[config.mk]
export PLATFORM = sky130hd
export DESIGN_NAME = edge_sobel_top
export DESIGN_NICKNAME = d
export VERILOG_FILES = /design/src/verilog/sobel_pkg.sv /design/src/verilog/sobel_grad_if.sv /design/src/verilog/sobel_window_if.sv /design/src/verilog/edge_result.sv /design/src/verilog/edge_sobel_top.sv /design/src/verilog/gradient_execute.sv /design/src/verilog/window_decode.sv
export VERILOG_INCLUDE_DIRS = /design/src /design/src/include
export SDC_FILE = /design/constraint.sdc
export NUM_CORES = 1
export LEC_CHECK = 0
export BUFFER_PORTS_ARGS = -buffer_cell sky130_fd_sc_hd__buf_2
export CAP_MARGIN = 20
export CELL_PAD_IN_SITES_DETAIL_PLACEMENT = 1
export CELL_PAD_IN_SITES_GLOBAL_PLACEMENT = 1
export CORE_ASPECT_RATIO = 1.25
export CORE_MARGIN = 3
export CORE_UTILIZATION = 40
export DETAILED_ROUTE_END_ITERATION = 7
export PLACE_DENSITY = 0.57
export SETUP_SLACK_MARGIN = 0.02
export SYNTH_ARGS = -nofsm -noshare
export SYNTH_HDL_FRONTEND = slang
export SYNTH_SLANG_ARGS = --single-unit
[constraint.sdc]
create_clock -name pclk_i -period 5.9 [get_ports pclk_i]
set_input_delay 1.18 -clock pclk_i [delete_from_list [all_inputs] [get_ports pclk_i]]
set_output_delay 1.18 -clock pclk_i [all_outputs]
set_load 0.03 [all_outputs]
[src/include/sobel_settings.svh]
// pixel width, line buffer depth and edge threshold for the Sobel pipeline
`ifndef SOBEL_SETTINGS_SVH
`define SOBEL_SETTINGS_SVH

// bits per pixel on the video stream
`define PIXEL_WIDTH 8

// longest line the two line buffers can hold
`define MAX_LINE_WIDTH 64

// magnitudes above this value are drawn as full white
`define EDGE_THRESHOLD 127

`endif

[src/verilog/sobel_pkg.sv]
// shared types of the Sobel pipeline
// pixel, gradient, magnitude, column and row counters
`include "sobel_settings.svh"

package sobel_pkg;

    // one video pixel
    typedef logic [`PIXEL_WIDTH-1:0] pixel_t;

    // signed Gx or Gy, range is +/-1020
    typedef logic signed [11:0] grad_t;

    // |Gx| + |Gy|, never more than 2040
    typedef logic [11:0] mag_t;

    // column index inside one line
    typedef logic [$clog2(`MAX_LINE_WIDTH)-1:0] col_t;

    // row index, saturates at 2
    typedef logic [1:0] row_t;

endpackage

[src/verilog/sobel_grad_if.sv]
// Gx and Gy gradients with their syncs, execute stage to result stage
`timescale 1ns/1ps

interface sobel_grad_if;

    // horizontal and vertical gradient of one window
    sobel_pkg::grad_t gx;
    sobel_pkg::grad_t gy;

    // frame and line syncs, one cycle behind the window
    logic fsync;
    logic rsync;

    modport execute (
        output gx, gy,
        output fsync, rsync
    );

    modport result (
        input gx, gy,
        input fsync, rsync
    );

endinterface

[src/verilog/sobel_window_if.sv]
// 3x3 pixel window and its syncs, decode stage to execute stage
`timescale 1ns/1ps

interface sobel_window_if;

    // tapRC: row R, column C, row 3 and column 3 hold the newest pixel
    sobel_pkg::pixel_t tap11;
    sobel_pkg::pixel_t tap12;
    sobel_pkg::pixel_t tap13;
    sobel_pkg::pixel_t tap21;
    sobel_pkg::pixel_t tap22;
    sobel_pkg::pixel_t tap23;
    sobel_pkg::pixel_t tap31;
    sobel_pkg::pixel_t tap32;
    sobel_pkg::pixel_t tap33;
    logic              fsync;
    logic              rsync;

    modport decode (
        output tap11, tap12, tap13, tap21, tap22, tap23, tap31, tap32, tap33,
        output fsync, rsync
    );

    modport execute (
        input tap11, tap12, tap13, tap21, tap22, tap23, tap31, tap32, tap33,
        input fsync, rsync
    );

endinterface

[src/verilog/edge_result.sv]
// result stage of the Sobel pipeline
// |Gx| + |Gy|, threshold to white and the output register
`timescale 1ns/1ps
`include "sobel_settings.svh"

module edge_result (
    input  logic              pclk_i,
    input  logic              rstN_i,
    sobel_grad_if.result      grad,
    output logic              fsync_o,
    output logic              rsync_o,
    output sobel_pkg::pixel_t pixel_o
);

    logic            gradValid;
    sobel_pkg::mag_t absX;
    sobel_pkg::mag_t absY;
    sobel_pkg::mag_t magSum;
    logic            isEdge;

    assign gradValid = grad.fsync && grad.rsync;

    // the sign bit picks the negated value, -1020 still fits in 12 bits
    assign absX = grad.gx[$bits(sobel_pkg::grad_t)-1] ? sobel_pkg::mag_t'(-grad.gx)
                                                      : sobel_pkg::mag_t'(grad.gx);
    assign absY = grad.gy[$bits(sobel_pkg::grad_t)-1] ? sobel_pkg::mag_t'(-grad.gy)
                                                      : sobel_pkg::mag_t'(grad.gy);

    // at most 2040, no carry out of 12 bits
    assign magSum = absX + absY;
    assign isEdge = magSum > sobel_pkg::mag_t'(`EDGE_THRESHOLD);

    always_ff @(posedge pclk_i or negedge rstN_i) begin
        if (!rstN_i) begin
            fsync_o <= 1'b0;
            rsync_o <= 1'b0;
            pixel_o <= '0;
        end else begin
            fsync_o <= grad.fsync;
            rsync_o <= grad.rsync;
            if (gradValid) begin
                // below the threshold the sum fits the pixel width
                if (isEdge) begin
                    pixel_o <= '1;
                end else begin
                    pixel_o <= magSum[`PIXEL_WIDTH-1:0];
                end
            end
        end
    end

endmodule

[src/verilog/edge_sobel_top.sv]
// top level of the Sobel edge detector
// decode, execute and result stages joined by the window and gradient interfaces
`timescale 1ns/1ps

module edge_sobel_top (
    input  logic              pclk_i,
    input  logic              rstN_i,
    input  logic              fsync_i,
    input  logic              rsync_i,
    input  sobel_pkg::pixel_t pixel_i,
    output logic              fsync_o,
    output logic              rsync_o,
    output sobel_pkg::pixel_t pixel_o
);

    sobel_window_if winIf ();
    sobel_grad_if   gradIf ();

    // line buffers and the 3x3 window
    window_decode u_decode (
        .pclk_i  (pclk_i),
        .rstN_i  (rstN_i),
        .fsync_i (fsync_i),
        .rsync_i (rsync_i),
        .pixel_i (pixel_i),
        .win     (winIf.decode)
    );

    // Gx and Gy
    gradient_execute u_execute (
        .pclk_i (pclk_i),
        .rstN_i (rstN_i),
        .win    (winIf.execute),
        .grad   (gradIf.execute)
    );

    // magnitude and threshold
    edge_result u_result (
        .pclk_i  (pclk_i),
        .rstN_i  (rstN_i),
        .grad    (gradIf.result),
        .fsync_o (fsync_o),
        .rsync_o (rsync_o),
        .pixel_o (pixel_o)
    );

endmodule

[src/verilog/gradient_execute.sv]
// execute stage of the Sobel pipeline
// registered Gx and Gy weighted sums over the 3x3 window
`timescale 1ns/1ps

module gradient_execute (
    input  logic            pclk_i,
    input  logic            rstN_i,
    sobel_window_if.execute win,
    sobel_grad_if.execute   grad
);

    localparam int PadWidth = $bits(sobel_pkg::grad_t) - $bits(sobel_pkg::pixel_t);

    logic             winValid;
    sobel_pkg::grad_t gxNext;
    sobel_pkg::grad_t gyNext;

    // zero extend a pixel into the signed gradient width
    function automatic sobel_pkg::grad_t widen(input sobel_pkg::pixel_t pix);
        return {{PadWidth{1'b0}}, pix};
    endfunction

    assign winValid = win.fsync && win.rsync;

    // right column minus left column, centre row weighted by 2
    assign gxNext = (widen(win.tap13) + (widen(win.tap23) <<< 1) + widen(win.tap33))
                  - (widen(win.tap11) + (widen(win.tap21) <<< 1) + widen(win.tap31));

    // bottom row minus top row, centre column weighted by 2
    assign gyNext = (widen(win.tap31) + (widen(win.tap32) <<< 1) + widen(win.tap33))
                  - (widen(win.tap11) + (widen(win.tap12) <<< 1) + widen(win.tap13));

    // syncs always move on, one cycle behind the window
    always_ff @(posedge pclk_i or negedge rstN_i) begin
        if (!rstN_i) begin
            grad.fsync <= 1'b0;
            grad.rsync <= 1'b0;
        end else begin
            grad.fsync <= win.fsync;
            grad.rsync <= win.rsync;
        end
    end

    // gradients hold through blanking
    always_ff @(posedge pclk_i) begin
        if (winValid) begin
            grad.gx <= gxNext;
            grad.gy <= gyNext;
        end
    end

endmodule

[src/verilog/window_decode.sv]
// decode stage of the Sobel pipeline
// two line buffers, row and column counters, 3x3 window with zero border
`timescale 1ns/1ps
`include "sobel_settings.svh"

module window_decode (
    input  logic                 pclk_i,
    input  logic                 rstN_i,
    input  logic                 fsync_i,
    input  logic                 rsync_i,
    input  sobel_pkg::pixel_t    pixel_i,
    sobel_window_if.decode       win
);

    // line buffers, buffer 1 holds the row above, buffer 2 the row above that
    sobel_pkg::pixel_t lineBuf1 [`MAX_LINE_WIDTH];
    sobel_pkg::pixel_t lineBuf2 [`MAX_LINE_WIDTH];

    sobel_pkg::col_t   colCnt;
    sobel_pkg::row_t   rowCnt;
    logic              pixValid;
    sobel_pkg::pixel_t lb1Rd;
    sobel_pkg::pixel_t lb2Rd;
    sobel_pkg::pixel_t upperPix;
    sobel_pkg::pixel_t midPix;

    assign pixValid = fsync_i && rsync_i;

    // both buffers are read at the current column
    assign lb1Rd = lineBuf1[colCnt];
    assign lb2Rd = lineBuf2[colCnt];

    // rows above the first frame row read as zero
    assign upperPix = (rowCnt == 2'd2) ? lb2Rd : '0;
    assign midPix   = (rowCnt != 2'd0) ? lb1Rd : '0;

    // counters and sync delay
    always_ff @(posedge pclk_i or negedge rstN_i) begin
        if (!rstN_i) begin
            colCnt    <= '0;
            rowCnt    <= '0;
            win.fsync <= 1'b0;
            win.rsync <= 1'b0;
        end else begin
            win.fsync <= fsync_i;
            win.rsync <= rsync_i;

            // column restarts in every line blanking gap
            if (!rsync_i) begin
                colCnt <= '0;
            end else if (pixValid) begin
                colCnt <= colCnt + 1'b1;
            end

            // a falling rsync closes one line, only 0, 1 and 2+ matter
            if (!fsync_i) begin
                rowCnt <= '0;
            end else if (win.rsync && !rsync_i && rowCnt != 2'd2) begin
                rowCnt <= rowCnt + 1'b1;
            end
        end
    end

    // line buffer rotation
    always_ff @(posedge pclk_i) begin
        if (pixValid) begin
            lineBuf1[colCnt] <= pixel_i;
            lineBuf2[colCnt] <= lb1Rd;
        end
    end

    // window shift, the newest column enters at column 3
    always_ff @(posedge pclk_i) begin
        if (pixValid) begin
            if (colCnt == '0) begin
                // first pixel of a line, older columns lie left of the frame
                win.tap11 <= '0;
                win.tap12 <= '0;
                win.tap21 <= '0;
                win.tap22 <= '0;
                win.tap31 <= '0;
                win.tap32 <= '0;
            end else begin
                win.tap11 <= win.tap12;
                win.tap12 <= win.tap13;
                win.tap21 <= win.tap22;
                win.tap22 <= win.tap23;
                win.tap31 <= win.tap32;
                win.tap32 <= win.tap33;
            end
            win.tap13 <= upperPix;
            win.tap23 <= midPix;
            win.tap33 <= pixel_i;
        end
    end

endmodule
# Word level (Yosys, flattened, before mapping)
# Memory sizes are Yosys's and may differ from the RTL's. A register that Yosys moved wholly into a read port is not among the register bits.
# Index checks and enable logic that the tools add are counted.
totals:
  reg_bits: 110
  ramBits: 1024
  mem_count: 2
op_classes:
  n_addsub: 15
  magnitude_cmp: 1
  n_eq_ne: 4
  mux: 9
  n_reduce_logical: 9
memory_table:
  columns: ["name", "depth", "width", "rd", "rd_ports_with_merged_regs", "wr", "line_no", "rtl"]
  rows:
  - ["u_decode.lineBuf1", 64, 8, 1, 0, 1, "window_decode.sv:16", "sobel_pkg::pixel_t lineBuf1 [`MAX_LINE_WIDTH];"]
  - ["u_decode.lineBuf2", 64, 8, 1, 1, 1, "window_decode.sv:17", "sobel_pkg::pixel_t lineBuf2 [`MAX_LINE_WIDTH];"]
op_table:
  columns: ["operator", "n"]
  rows:
  - ["adder 12 x 9 -> 12 bit", 4]
  - ["adder 8 x 9 -> 10 bit", 4]
  - ["2-to-1 mux 12 bit", 2]
  - ["negation 12 bit", 2]
  - ["subtractor 12 bit", 2]
  - ["adder 12 bit", 1]
  - ["> comparator 12 x 7 -> 1 bit (second input constant)", 1]
  - ["2-to-1 mux 6 bit", 2]
  - ["2-to-1 mux 8 bit", 1]
  - ["adder 6 x 1 -> 6 bit (second input constant)", 1]
  - ["logical NOT 6 bit", 1]
  - ["logical AND 1 bit", 5]
  - ["2-to-1 mux 2 bit", 2]
  - ["inequality test 2 x 1 -> 1 bit (second input constant)", 2]
  - ["adder 2 x 1 -> 2 bit (second input constant)", 1]
  - ["equality test 2 bit (second input constant)", 1]
  - ["logical NOT 1 bit", 2]
  - ["2-to-1 mux 1 bit", 2]
  - ["inequality test 2 bit (second input constant)", 1]
  - ["nonzero test 2 bit", 1]

# Longest topological paths before layout
logic_depth:
  ltp_word: 5
  ltp_mapped: 19

# Cells and area by module
# A second synthesis with hierarchy kept.
unflattened:
  cells_unflattened: 2902
  area_unflattened_um2: 47032.6
modules_own_cells:
  columns: ["mod", "instances", "cells_each", "area_per_inst_um2", "seq_area_each_um2"]
  rows:
  - ["window_decode", 1, 2384, 42115.4, 33161.8]
  - ["gradient_execute", 1, 355, 3593.4, 770.7]
  - ["edge_result", 1, 163, 1323.8, 250.2]

# Worst setup path before layout
# No wires, ideal clock.
synth_timing:
  kind: "input to register"
  start: "input port fsync_i"
  end: "memory u_decode.lineBuf1[12][0] (netlist bit), enable pin"
  t_arrival_ns: 5.204
  setup_slack_ns: 0.307
  cell_stages: 5
  path_buffers: 2
  path_cell_list: "clkbuf_1 and2_1 clkbuf_1 nand3_1 nor2_1"
synth_via:
  elab_chain_cells: 3
synth_rtl:
  columns: ["item", "line_no", "rtl"]
  rows:
  - ["start, declared", "edge_sobel_top.sv:8", "input logic fsync_i,"]
  - ["logical AND 1 bit", "window_decode.sv:27", "assign pixValid = fsync_i && rsync_i;"]
  - ["via u_decode.pixValid", "window_decode.sv:21", "logic pixValid;"]
  - ["2-to-1 mux 1 bit", "window_decode.sv:66", "if (pixValid) begin"]
  - ["2-to-1 mux 1 bit (not written as such)", "window_decode.sv:67", "lineBuf1[colCnt] <= pixel_i;"]
  - ["end, declared", "window_decode.sv:16", null]
# The timed path passes the listed nets, and every way through them passes these cells.

# Worst setup path in the final report
layout_timing:
  start: "register u_decode.colCnt[1]"
  end: "register u_decode.win.tap23[7], data pin"
layout_via:
  elab_chain_cells: 1
layout_rtl:
  columns: ["item", "line_no", "rtl"]
  rows:
  - ["start, declared", "window_decode.sv:19", "sobel_pkg::col_t colCnt;"]
  - ["start signal, assigned", "window_decode.sv:52", "colCnt <= colCnt + 1'b1;"]
  - ["memory read (64 x 8 bit)", null, null]
  - ["via u_decode.lb1Rd[7]", "window_decode.sv:22", "sobel_pkg::pixel_t lb1Rd;"]
  - ["end signal, assigned", "window_decode.sv:92", "win.tap23 <= midPix;"]
  - ["end, declared", "sobel_window_if.sv:20", "output tap11, tap12, tap13, tap21, tap22, tap23, tap31, tap32, tap33,"]
# The timed path passes the listed nets, and every way through them passes these cells.
# A chain may end at the register's enable or synchronous reset.

==> summary.txt <==
Pwr
  – Worst VDD drop: 0.000249 V
  – Logic pwr share: 17.1%
  – Leak pwr: 0.0178 µW
  – NetSw: 5370 µW
  – Clock power share: 35.8%
  – P per Cell Area: 369 mW/mm²
  – Sw frac: 26.9%
  – Internal: 14,600 µW
  – Reg power frac: 47.2%

Logic synthesis
  – Area leader, netlist: edfxtp_1
  – Post-Synthesis Cell Area: 0.0475 mm²
  – Syn Nets: 2,970
  – Synth Area in Compound Gates: 8.25%
  – Combinational family with the most area after synthesis: multiplexers
  – Synth Area in Simple Gates: 4.32%
  – Syn Area/Cell: 16.7 µm²
  – Post-synthesis mux area share: 8.37%
  – Post-synthesis adder-cell area fraction: 3.54%
  – Share of Yosys cell area claimed by the top area cell type: 70.8%
  – Post-synth EDFFs: 1,120
  – Most frequent cell after synthesis: edfxtp_1
  – Leading cell types by count after synthesis: edfxtp_1 (1,120), nor2_1 (168), a221oi_1 (114)
  – Fraction of registers with async set/reset: 1.93%
  – Yosys reg bits: 1,142
  – Yosys Warn Count: 0
  – Synth area leaders: edfxtp_1 (71%), mux4_2 (4.2%), mux2_2 (2.3%)
  – Top FF cell, synth: edfxtp_1
  – Synth Area in XOR/XNOR: 1.25%
  – Distinct cells, synth: 71
  – Post-Synthesis Cells: 2,846
  – Sequential share of the synthesized area: 72.0%

Final layout
  – Register area: 0.0342 mm²
  – Final Non-Filler Cells: 4,661
  – Filler cells: 11,162
  – Area added between synthesis and finish: 13.7%
  – Final nets: 3,128
  – Post-layout util: 46.1%
  – Area of the multi-input gates: 0.0123 mm²
  – Ratio of cells with drive above 1 in the final layout: 18.5%
  – Final Instance Area: 0.0540 mm²

Die
  – Die area: 0.123 mm²
  – Initial Utilization: 40.5%
  – Top Ports: 22
  – Row count: 140
  – DIE WIDTH: 314 µm
  – Core box area: 0.117 mm²
  – Die height: 391 µm

Critical path
  – FF-to-FF path depth: 9
  – Worst setup SP type: flip-flop
  – Kind of critical path: flip-flop to flip-flop
  – WP data arrival: 5210 ps
  – Setup crit end kind: flip-flop
  – Critical Path RT: 6350 ps
  – Crit-path max FO: 39

Clocking
  – Clock sink count: 1,142
  – Clock transition at path regs: 60 ps
  – Hold-fix buffers at CTS: 0
  – Post-CTS Resized: 0
  – CTS tree: done
  – Clk buf depth: 3
  – Root Driver: clkbuf_16
  – Postcts setup bufs: 0
  – Clk_lat worst skew: 740 ps
  – CTS buffer count: 113
  – H-Tree Level Count: 3

Timing
  – Actual slew at the worst max-slew pin: 1180 ps
  – Setup-failing EPs final: 0
  – Max Fclk: 210 MHz
  – RSZ-0062 raised after global routing: no
  – Hold Vio Cnt, Final: 0
  – Setup WS post-layout: 1140 ps
  – Max_slew headroom: 21.3%
  – TNS Setup: 0 ps
  – Fin crit share: 80.7%
  – Min cycle time layout: 4760 ps
  – Slew Viols, Final: 0
  – Clk_skew: 40.2 ps

Global routing
  – Grt total ovfl: 0
  – Vias in the first global route: 28,807
  – Tot GR Track Use: 24.4%
  – Antenna violations before repair: 2
  – Largest net degree at the start of global routing: 73
  – First-pass GRT wire length: 214,000 µm

Job
  – Max Cap Violations: 0

Placed design
  – Final HPWL DP: 95,400 µm
  – DP Area: 0.0503 mm²
  – Inst Count DP: 4,450
  – Gpl congestion: 0.884
  – Pre-CTS setup slack: 1230 ps
  – Port Buf Inserts: 21

Route
  – # DRC: 0
  – DR WL/cell: 32.1 µm
  – Routed WL: 150,000 µm
  – DR iter-0 viols: 2,664
  – Vias per std cell: 5.90
  – Router iterations before antenna repair: 7
  – Routed via count: 27,516
  – Antenna Nets Post-Route: 0

Outcome
  – Status: finished, final reports clean

Worst hold path
  – WHS Path Cells: 0
  – Min-Delay Path Class: flip-flop to flip-flop
## through the flow
step                      hold WS [ps]  total power, µW
final                              374            19900
after CTS                          373            20100
after detailed placement           360            13000
after global routing               392            20700
after global placement             352            12900
after floorplan                    346            11800
## power by group through the flow
stage	Clock, µW	Sequential, µW	Combinational (µW)
final	7130	9400	3400
after global routing	7590	9410	3720
after CTS	7280	9400	3430
after detailed placement	0	9580	3410
after global placement	0	9570	3290
after floorplan	0	9550	2220
## flip-flops by register name, summed over array words and instances (netlist names)
| signal | count |
|---|---|
| u_execute.grad.rsync | 1 |
| u_decode.win.tap21 | 8 |
| u_decode.win.tap31 | 8 |
| u_result.fsync_o | 1 |
| u_decode.lineBuf1 | 512 |
| u_result.pixel_o | 8 |
| u_decode.win.tap23 | 8 |
| u_decode.win.tap11 | 8 |
| u_decode.win.tap33 | 8 |
| u_decode.win.tap32 | 8 |
| u_execute.grad.gx | 12 |
| u_decode.win.tap13 | 8 |
| u_decode.colCnt | 6 |
| u_execute.grad.fsync | 1 |
| u_decode.rowCnt | 2 |
| u_decode.win.rsync | 1 |
| u_decode.win.tap12 | 8 |
| u_execute.grad.gy | 12 |
| u_result.rsync_o | 1 |
| u_decode.win.fsync | 1 |
| u_decode.win.tap22 | 8 |
| u_decode.lineBuf2 | 512 |
## logic make-up (layout without fill, tap and decap cells)
logic type / Yosys count / after routing
simple gates: 434 / 434
xor+xnor: 68 / 68
flops: 1142 / 1142
fa+ha+maj: 112 / 112
mux: 275 / 275
buf+inv: 259 / 510
compound gates: 556 / 556
other cells: 0 / 2
## final timing paths
kind,start,endpoint,slack (ps)
max in group asynchronous,rstN_i,u_decode.colCnt[1],4950
worst max-delay path,u_decode.colCnt[1],u_decode.win.tap23[7],1140
min in group asynchronous,rstN_i,u_result.rsync_o,470
worst min register to register,u_decode.win.fsync,u_execute.grad.fsync,370
worst max register to register,u_decode.colCnt[1],u_decode.win.tap23[7],1140
worst min-delay path,u_decode.win.fsync,u_execute.grad.fsync,370
## routing by layer
layer / share of wire, % / global-route usage [%]
met1: 40 / 31.0
met2: 50 / 41.7
met3: 5.6 / 3.50
met4: 4.4 / 10.2
met5: 0 / 0
## final cells by class
class | instances | area share [%]
inverter | 110 | 0.769
tap | 1562 | 3.62
sequential | 1142 | 63.3
clock buffer | 141 | 5.47
clock inverter | 67 | 1.23
antenna | 2 | 0.00927
timing repair buffer | 192 | 2.77
multi-input combinational | 1445 | 22.8
## worst max-delay path: stages, from the launching register on
cell and delay (ps):
dfrtp_4 760, and2_1 560, buf_4 360, a221oi_1 340, nor2_1 80, o21ai_0 510
o221ai_1 370, or4b_2 980, buf_4 310, nor2b_1 150
## layout by cell type (no fill, tap or decap), types with 75 or more instances in the layout
master,n
edfxtp_1,1120
nor2_1,164
buf_4,163
a221oi_1,114
clkbuf_16,114
inv_1,107
nand2_1,106
a21oi_1,103
mux2_2,96
mux2i_1,91
mux4_2,88
o21ai_0,79
a22oi_1,77
ha_1,75
No activity file was read; power rests on OpenSTA's default activity.
